$ cat src/source/mext_pkg.sv
package mext_pkg;

    localparam int WORD_W = 32;
    localparam int REG_W  = 5;

    typedef logic [WORD_W-1:0] word_t;
    typedef logic [REG_W-1:0]  reg_addr_t;

    // Encodings follow funct3 of the M extension.
    typedef enum logic [2:0] {
        MUL    = 3'b000,
        MULH   = 3'b001,
        MULHSU = 3'b010,
        MULHU  = 3'b011,
        DIV    = 3'b100,
        DIVU   = 3'b101,
        REM    = 3'b110,
        REMU   = 3'b111
    } mext_op_e;

    typedef struct packed {
        mext_op_e  op;
        reg_addr_t rs1;
        reg_addr_t rs2;
        reg_addr_t rd;
        logic      we;
    } mext_req_t;

    // One entry per pipeline stage, operands already read.
    typedef struct packed {
        mext_op_e  op;
        word_t     src_a;
        word_t     src_b;
        reg_addr_t rd;
        logic      we;
    } mext_entry_t;

    typedef struct packed {
        logic      we;
        reg_addr_t addr;
        word_t     data;
    } rf_write_t;

endpackage

$ cat src/source/mext_stage_regs.sv
module mext_stage_regs #(
    parameter int PIPE_DEPTH = 5
) (
    input  logic                                  clk_i,
    input  logic                                  rst_n_i,
    input  logic                                  issue_valid_i,
    input  mext_pkg::mext_entry_t                 issue_i,
    output logic [PIPE_DEPTH-1:0]                 inflight_valid_o,
    output mext_pkg::reg_addr_t [PIPE_DEPTH-1:0]  inflight_rd_o,
    output logic                                  last_valid_o,
    output mext_pkg::mext_entry_t                 last_o
);
    import mext_pkg::*;

    // Stage g sits at index g; index 0 is stage 1.
    for (genvar g = 0; g < PIPE_DEPTH; g++) begin : g_stage
        logic        valid_d;
        logic        valid_q;
        mext_entry_t entry_d;
        mext_entry_t entry_q;

        if (g == 0) begin : g_head
            assign valid_d = issue_valid_i;
            assign entry_d = issue_i;
        end else begin : g_body
            assign valid_d = g_stage[g-1].valid_q;
            assign entry_d = g_stage[g-1].entry_q;
        end

        always_ff @(posedge clk_i or negedge rst_n_i) begin
            if (!rst_n_i) begin
                valid_q <= 1'b0;
            end else begin
                valid_q <= valid_d;
            end
        end

        always_ff @(posedge clk_i) begin
            entry_q <= entry_d;
        end

        // Only stages that will write a register matter for hazards.
        assign inflight_valid_o[g] = valid_q && entry_q.we;
        assign inflight_rd_o[g]    = entry_q.rd;

        if (g == PIPE_DEPTH - 1) begin : g_tail
            assign last_valid_o = valid_q;
            assign last_o       = entry_q;
        end
    end

endmodule

$ cat config.mk
export PLATFORM = sky130hd
export DESIGN_NAME = mext_stage_regs
export DESIGN_NICKNAME = d
export VERILOG_FILES = /design/src/source/mext_pkg.sv /design/src/source/mext_stage_regs.sv
export SDC_FILE = /design/constraint.sdc
export NUM_CORES = 1
export LEC_CHECK = 0
export ABC_CLOCK_PERIOD_IN_PS = 1800
export BUFFER_PORTS_ARGS = -buffer_cell sky130_fd_sc_hd__buf_4
export CAP_MARGIN = 40
export CORE_ASPECT_RATIO = 0.9
export CORE_MARGIN = 10
export CORE_UTILIZATION = 54
export CTS_CLUSTER_SIZE = 8
export DETAILED_ROUTE_END_ITERATION = 16
export GPL_TIMING_DRIVEN = 0
export MAX_ROUTING_LAYER = met4
export PLACE_DENSITY = 0.78
export SLEW_MARGIN = 10
export SYNTH_ARGS = -nofsm -noshare
export SYNTH_HDL_FRONTEND = slang
export SYNTH_SLANG_ARGS = --single-unit
export TNS_END_PERCENT = 100
$ cat constraint.sdc
create_clock -name clk_i -period 1.8 [get_ports clk_i]
set_clock_uncertainty 0.1 [all_clocks]
set_input_delay 0.18 -clock clk_i [delete_from_list [all_inputs] [get_ports clk_i]]
set_output_delay 0.18 -clock clk_i [all_outputs]
set_load 0.05 [all_outputs]
==> summary.log <==
[status] outcome finished clean
[worst_setup_path] Critical Path Source Type register
[yosys] YS warnings 0
[clock_tree] maximum buffer depth of the clock tree 3
[die] number of top-level design ports 180
[worst_setup_path] worst path required time 1520 ps
[sta] final-report hold violation count 0
[power_and_ir_drop] maximum resistive drop on vdd 1.12 mV
[die] die height 133 µm
[global_routing] global router's overall resource usage 0.169
[die] width of the die 145 µm
[detailed_routing] number of DRC violations after detailed-routing iteration 0 106
[worst_setup_path] kind of capture point of the worst setup path output port
[detailed_routing] routed vias 3753
[global_routing] maximum number of pins on one net before global-route repair 14
[final_layout] area growth from synthesis to final layout 48.4%
[sta] final period demand of the worst path 1530 ps
[final_layout] layout cell share with drive strength beyond 1 0.363
[detailed_routing] Antenna Violating Nets Remaining 0
[clock_tree] H-Tree Depth 2
[global_routing] remaining global-route overflow 0
[final_layout] most common cell after layout, fill and taps aside dfxtp_1
[yosys] synthesized netlist net count 476
[sta] final period utilization 0.852
[sta] Achievable Freq 652 MHz
[global_routing] vias in the first global route 4532
[placed_design] Routability Congestion 0.738
[die] Total Die Area 0.0193 mm²
[sta] count of final setup violators 0
[clock_tree] worst skew pair latency 530 ps
[sta] minimum setup slack in the final design 266 ps
[worst_setup_path] Worst Path Arrival 1250 ps
[die] initial core utilization 0.548
[clock_tree] post-cts sizing count 0
[worst_hold_path] path class of the lowest-slack min-delay path in2reg
[placed_design] DP Wirelength 8220 µm
[clock_tree] total number of clock tree sinks 370
[final_layout] commonest non-fill, non-tap cells in the layout dfxtp_1 (365), buf_4 (204), dlygate4sd3_1 (76)
[final_layout] NumNets Final 785
[yosys] Mapped Cells 400
[worst_setup_path] CP Max Fanout 2
[placed_design] port buffer count 179
[global_routing] wire length of the first global-routing pass 24700 µm
[clock_tree] cell at the root of the clock tree clkbuf_16
[die] floorplan row count 41
[sta] setup total negative slack 0 ps
[detailed_routing] DRC Markers 0
[global_routing] initial antenna violation count 3
[sta] normalized max-slew margin 0.819
[yosys] post-synthesis instance area 0.00765 mm²
[clock_tree] TritonCTS Buffers 52
[flow_run] number of violations of the max-capacitance limit 0
[power_and_ir_drop] leakage power 5.11 nW
[detailed_routing] via-per-instance ratio 4.13
[yosys] unique cell type count in the Yosys netlist 4
[worst_setup_path] register-to-register setup slack 1200 ps
[detailed_routing] Detailed Routing Iterations Pass 1 2
[sta] slew at the pin closest to its max-slew limit 271 ps
[clock_tree] clock input transition at the sequential cells of the worst setup and hold paths 50 ps
[detailed_routing] Routed WL per cell 17.3 µm
[yosys] post-synthesis average cell area 19.1 µm²
[sta] count of final max-slew check failures 0
[die] area of the core 0.0140 mm²
[placed_design] Placement Setup Slack 811 ps
[sta] unrepaired setup endpoints after global routing no
[power_and_ir_drop] PD cells 1570 mW/mm²
[yosys] FF+latch count, synth 370
[worst_setup_path] WS Path Type reg2out
[detailed_routing] total wire length 15700 µm
[yosys] part of the Yosys area used for sequential elements 0.971
[clock_tree] CTS tree built
## repair_timing
action | CTS | global route
setup buffers | 0 | 0
hold buffers | 76 | 0
hold endpoints to repair | 79 | 0
## sequential cells by signal (all words and copies together), names as in the netlist
register and cells:
last_o 68, inflight_rd_o 25, last_valid_o 1, g_stage.valid_q 4
g_stage.entry_q 272
## per-layer routing
layer / vias up / track usage / part of all wire
met5: - / - / 0
met4: 0 / 0.0679 / 0.024
met3: 37 / 0.0583 / 0.062
met2: 139 / 0.320 / 0.57
met1: 1765 / 0.150 / 0.34
li1: 1812 / - / -
## synthesized netlist by cell type
cell | n | area (µm²)
and2_1 | 5 | 31.3
buf_4 | 25 | 188
dfrtp_1 | 5 | 125
dfxtp_1 | 365 | 7310
## metrics by stage
stage | power, mW | hold WS (ps) | util | std cells | cell area [µm²]
2_1_floorplan | 9.37 | -216 | - | 400 | 7650
3_3_place_gp | 9.72 | -121 | 0.662 | 772 | 9240
3_5_place_dp | 9.76 | -114 | 0.662 | 772 | 9240
4_1_cts | 18.0 | 180 | 0.813 | 906 | 11300
5_1_grt | 18.5 | 186 | 0.813 | 909 | 11400
6_report | 17.9 | 205 | 0.813 | 909 | 11400
## cell families (layout without fill, tap and decap cells)
group,after synthesis,after routing,synth area share
other cells,0,3,0
buf+inv,25,338,0.0245
flops,370,370,0.971
simple gates,5,5,0.00409
## critical path, stage by stage, from the launching register on
cell and delay [ps]:
dfrtp_1 380, and2_1 170, buf_4 190
## where the power goes
group	internal [mW]	total [mW]	switching (mW)	leakage, nW
Combinational	0.397	0.971	0.573	1.31
Clock	5.06	8.11	3.05	0.660
Sequential	8.66	8.80	0.134	3.14
## cell type report
cell class                      instances  area (µm²)
Timing Repair Buffer                  255        2100
Multi-Input combinational cell          5        31.3
Sequential cell                       370        7430
Clock buffer                           55        1310
Tap cell                              193         241
Clock inverter                          3        33.8
Fill cell                             680        2600
Antenna cell                            3        7.51
Buffer                                 25         188
## final timing paths
check,from,depth (start not counted),end
hold / removal,issue_i[71],2,g_stage[0].entry_q[71]
hold reg to reg,g_stage[2].entry_q[40],0,g_stage[3].entry_q[40]
max in group asynchronous,rst_n_i,3,g_stage[2].valid_q
setup reg to reg,g_stage[3].valid_q,0,last_valid_o
min in group asynchronous,rst_n_i,3,last_valid_o
setup / recovery,g_stage[3].valid_q,2,inflight_valid_o[3]
Power figures use the tool's default switching activity.
