--- config.mk ---
export PLATFORM = sky130hd
export DESIGN_NAME = mext_issue_unit
export DESIGN_NICKNAME = d
export VERILOG_FILES = /design/src/source/mext_pkg.sv /design/src/source/mext_issue_unit.sv
export SDC_FILE = /design/constraint.sdc
export NUM_CORES = 1
export LEC_CHECK = 0
export BUFFER_PORTS_ARGS = -buffer_cell sky130_fd_sc_hd__buf_2
export CORE_ASPECT_RATIO = 2
export CORE_MARGIN = 1
export CORE_UTILIZATION = 30
export DETAILED_ROUTE_END_ITERATION = 10
export GPL_TIMING_DRIVEN = 0
export PLACE_DENSITY = 0.71
export SLEW_MARGIN = 20
export SYNTH_ARGS = -nofsm -noshare
export SYNTH_HDL_FRONTEND = slang
export SYNTH_SLANG_ARGS = --single-unit
--- constraint.sdc ---
create_clock -name clk_i -period 3.3 [get_ports clk_i]
set_clock_uncertainty 0.2 [all_clocks]
set_input_delay 0.33 -clock clk_i [delete_from_list [all_inputs] [get_ports clk_i]]
set_output_delay 0.33 -clock clk_i [all_outputs]
set_load 0.005 [all_outputs]
--- src/source/mext_pkg.sv ---
package mext_pkg;

    localparam int WORD_W = 32;
    localparam int REG_W  = 5;

    typedef logic [WORD_W-1:0] word_t;
    typedef logic [REG_W-1:0]  reg_addr_t;

    // Encodings follow funct3 of the M extension.
    typedef enum logic [2:0] {
        MUL    = 3'b000,
        MULH   = 3'b001,
        MULHSU = 3'b010,
        MULHU  = 3'b011,
        DIV    = 3'b100,
        DIVU   = 3'b101,
        REM    = 3'b110,
        REMU   = 3'b111
    } mext_op_e;

    typedef struct packed {
        mext_op_e  op;
        reg_addr_t rs1;
        reg_addr_t rs2;
        reg_addr_t rd;
        logic      we;
    } mext_req_t;

    // One entry per pipeline stage, operands already read.
    typedef struct packed {
        mext_op_e  op;
        word_t     src_a;
        word_t     src_b;
        reg_addr_t rd;
        logic      we;
    } mext_entry_t;

    typedef struct packed {
        logic      we;
        reg_addr_t addr;
        word_t     data;
    } rf_write_t;

endpackage

--- src/source/mext_issue_unit.sv ---
module mext_issue_unit #(
    parameter int PIPE_DEPTH = 5
) (
    input  logic                                  clk_i,
    input  logic                                  rst_n_i,
    input  logic                                  req_valid_i,
    input  mext_pkg::mext_req_t                   req_i,
    input  logic [PIPE_DEPTH-1:0]                 inflight_valid_i,
    input  mext_pkg::reg_addr_t [PIPE_DEPTH-1:0]  inflight_rd_i,
    output mext_pkg::reg_addr_t                   rs1_addr_o,
    output mext_pkg::reg_addr_t                   rs2_addr_o,
    input  mext_pkg::word_t                       rs1_data_i,
    input  mext_pkg::word_t                       rs2_data_i,
    output logic                                  issue_valid_o,
    output mext_pkg::mext_entry_t                 issue_o,
    output logic                                  busy_o
);
    import mext_pkg::*;

    logic                  held_valid_q;
    mext_req_t             held_q;
    logic                  cur_valid;
    mext_req_t             cur_req;
    logic [PIPE_DEPTH-1:0] src_hit;
    logic                  hazard;

    // A held request has priority; new strobes are ignored while busy.
    assign cur_valid = held_valid_q || req_valid_i;
    assign cur_req   = held_valid_q ? held_q : req_i;

    always_comb begin
        for (int i = 0; i < PIPE_DEPTH; i++) begin
            src_hit[i] = inflight_valid_i[i] &&
                         (((cur_req.rs1 != '0) && (cur_req.rs1 == inflight_rd_i[i])) ||
                          ((cur_req.rs2 != '0) && (cur_req.rs2 == inflight_rd_i[i])));
        end
    end

    assign hazard = cur_valid && (|src_hit);

    assign rs1_addr_o = cur_req.rs1;
    assign rs2_addr_o = cur_req.rs2;

    // On a hazard stage 1 receives a bubble.
    assign issue_valid_o = cur_valid && !hazard;
    assign issue_o = '{
        op:    cur_req.op,
        src_a: rs1_data_i,
        src_b: rs2_data_i,
        rd:    cur_req.rd,
        we:    cur_req.we
    };

    always_ff @(posedge clk_i or negedge rst_n_i) begin
        if (!rst_n_i) begin
            held_valid_q <= 1'b0;
        end else begin
            held_valid_q <= hazard;
        end
    end

    always_ff @(posedge clk_i) begin
        if (hazard) begin
            held_q <= cur_req;
        end
    end

    assign busy_o = held_valid_q;

endmodule

==> results.yml <==
route:
  wl_per_cell_um: 14.4
  totalWireLength_um: 6510
  drtIter0Drc: 39
  drtAntennaViolNets: 0
  dr.pass1.iters: 4
  drt-vias-per-instance: 4.56
  post-route-drc-count: 0
  num_vias: 2058
power_and_ir_drop:
  p_total_w: 0.00102
  power.density_cell_area_mw_per_mm2: 337
  static-leakage-power_nw: 1.44
  max-vdd-ir-drop_v: 0.000256
critical_path:
  path_cells: "buf_6 > mux2_2 > buf_4 > a211oi_2 > or3_1 > a21oi_1 > o21ai_1 > and2_1 > and3b_1 > buf_2"
  worstPathMaxFanout: 10
  critPathMaxStageDelay_ps: 360
  critical_path.startpoint_type: "register"
  worstSetupEndpointType: "output pin"
  worst-path-buf-inv: 3
  critical-path-top-delay-family: "compound AO/OA/AOI/OAI gates"
  cp_slowest_cell: "sky130_fd_sc_hd__dfrtp_1"
  criticalPathCategory: "reg2out"
  cp.arrival_ps: 2540
  critical_path_required_ps: 2770
clock_network:
  clk_pin_slew_worst_setup_hold_paths_ps: 60
  cts_buffers: 3
  clock-sinks: 20
  cts.root.buffer_cell: "sky130_fd_sc_hd__clkbuf_16"
  cts.path.max_buffers: 2
  cts.htree.levels: 1
  tritoncts: "done"
  clock_insertion_delay_worst_skew_ps: 250
die:
  fp.dieH_um: 121
  floorplan.rows: 43
  design.core.area_mm2: 0.00689
  fp.dieArea_mm2: 0.00744
  num_io_pins: 201
  initial_utilization_pct: 30.8
  chipWidth_um: 61.5
timing:
  rsz_0062_raised_after_global_routing: "false"
  setup_viol: 0
  hold_viol_final: 0
  finalWorstPathRequiredPeriod_ps: 3070
  drv_slew: 0
  fin_crit_sh_pct: 93.1
  max_clock_freq_ghz: 0.326
  worstMarginPinSlew_ps: 656
  timing.slew.headroom_pct: 56.2
  finalHoldWorstSlack_ps: 180
global_routing:
  first_pass_grt_wire_length_um: 9290
  grt_overflow_total: 0
  grt_util_all_layers_pct: 17.4
  pin_count_of_the_biggest_net_entering_global_routing: 21
  grt_antenna_before_repair: 1
  via_count_of_the_first_global_routing_pass: 2012
final_layout:
  finalCoreUtilization_pct: 44.0
  nFillCells: 722
  design.final.nets: 477
  mostFrequentLayoutCells: "sky130_fd_sc_hd__buf_2 (138), sky130_fd_sc_hd__buf_4 (65), sky130_fd_sc_hd__xor2_1 (24)"
  layout.area.seq_um2: 596
  multiInputGateArea_um2: 987
  syn_to_final_growth_pct: 42.7
  layout.cells.most_common: "sky130_fd_sc_hd__buf_2"
  drive_gt1_share_pct: 64.2
synth:
  synth_edf_count: 19
  syn_avg_cell_area_um2: 9.70
  synth_top_area_cell: "sky130_fd_sc_hd__edfxtp_1"
  synth_area_mm2: 0.00212
  synth.lib_cells_used.distinct: 33
  synth_top_cell_area_share_pct: 26.9
  yosys_register_bits: 20
  synth_nets: 335
  ys_warn_count: 0
  synth.yosys.seq_area_share_pct: 28.0
  ys.flop_type: "sky130_fd_sc_hd__edfxtp_1"
  async_s_r_ff_share_synth_pct: 5.00
  synth_area_leaders: "sky130_fd_sc_hd__edfxtp_1 (27%), sky130_fd_sc_hd__buf_4 (23%), sky130_fd_sc_hd__xor2_1 (9.9%), sky130_fd_sc_hd__xnor2_1 (7.4%), sky130_fd_sc_hd__mux2_2 (6.4%)"
  synth_cells: 219
placement:
  quantity_of_i_o_buffers_inserted_on_ports: 136
  gp_congestion: 0.809
  dp_hpwl_um: 5580
status:
  run_status: "finished clean"
job:
  maxCapViolations: 0
min_path:
  min_path_type: "in2async"
-- worst paths after layout --
| path | cells after the start | endpoint | start | slack [ps] |
|---|---|---|---|---|
| max in group asynchronous | 2 | busy_o$_DFF_PN0_ | rst_n_i | 2640 |
| worst max register to register | 8 | held_q[3]$_DFFE_PP_ | busy_o$_DFF_PN0_ | 280 |
| worst min register to register | 1 | held_q[18]$_DFFE_PP_ | held_q[18]$_DFFE_PP_ | 360 |
| min in group clk_i | 2 | held_q[18]$_DFFE_PP_ | req_i[18] | 200 |
| worst min-delay path | 2 | busy_o$_DFF_PN0_ | rst_n_i | 180 |
| worst max-delay path | 10 | issue_valid_o | busy_o$_DFF_PN0_ | 230 |
-- repair_timing --
| item | 4_1_cts | 5_1_grt |
|---|---|---|
| pin swaps | 0 | 1 |
| gates resized for setup | 1 | 0 |
| hold buffers | 1 | 0 |
| setup endpoints to repair | 19 | 19 |
| setup buffers | 0 | 0 |
| endpoints found under the hold margin | 1 | 0 |
-- cell usage after synthesis (all sizes together) (2+ instances only) --
library cell,count
inv,5
nor2,6
or3,6
edfxtp,19
nand2,10
buf,69
xor2,24
o21ai,6
a21oi,11
mux2i,5
nand4,9
xnor2,18
nor3,3
and2,2
mux2,14
-- routing by layer --
layer	part of all wire, %	GRT usage (%)	routed length, um
met4	3.2	7.78	208
met5	0	0	0
met2	58	36.1	3760
met3	11	3.09	687
met1	29	13.8	1860
-- per-stage QoR --
stage | cells | setup TNS (ps) | worst slack, ps | area, um2
floorplan | 219 | 0 | 377 | 2130
global placement | 445 | -151 | -8.74 | 2920
detailed placement | 445 | -1780 | -94.6 | 2920
CTS | 450 | 0 | 193 | 3030
global route | 451 | 0 | 3.23 | 3030
finish | 451 | 0 | 228 | 3030
-- worst register-to-register path, cell delays in order, from the launching register on --
cell	delay, ps
sky130_fd_sc_hd__dfrtp_1	360
sky130_fd_sc_hd__buf_6	160
sky130_fd_sc_hd__mux2i_2	570
sky130_fd_sc_hd__xor2_1	210
sky130_fd_sc_hd__nand3_1	90
sky130_fd_sc_hd__nor4_1	170
sky130_fd_sc_hd__o21ai_1	110
sky130_fd_sc_hd__and3_1	230
sky130_fd_sc_hd__a21oi_4	550
-- state kept, by name, summed over array words and instances, names as in the netlist --
name / count
held_q: 19
busy_o: 1
-- report_power, final --
group          total, W  switching [W]  internal [W]
sequential     0.000318     0.00000851      0.000309
clock          0.000273      0.0000888      0.000185
combinational  0.000430       0.000202      0.000228
-- layout make-up --
| type | count | share of cell area, % |
|---|---|---|
| clock buffer | 4 | 2.93 |
| multi-input combinational | 124 | 32.6 |
| antenna | 1 | 0.0826 |
| timing repair buffer | 137 | 22.8 |
| buffer | 70 | 17.6 |
| sequential | 20 | 19.7 |
| inverter | 5 | 0.620 |
| tap | 90 | 3.72 |
-- kinds of logic after synthesis --
group	after synthesis	synth area share [%]
flops	20	28.0
mux	19	12.3
xor+xnor	42	17.3
compound gates	19	5.01
buf+inv	75	26.0
simple gates	44	11.4
No activity file was read; power rests on OpenSTA's default activity.
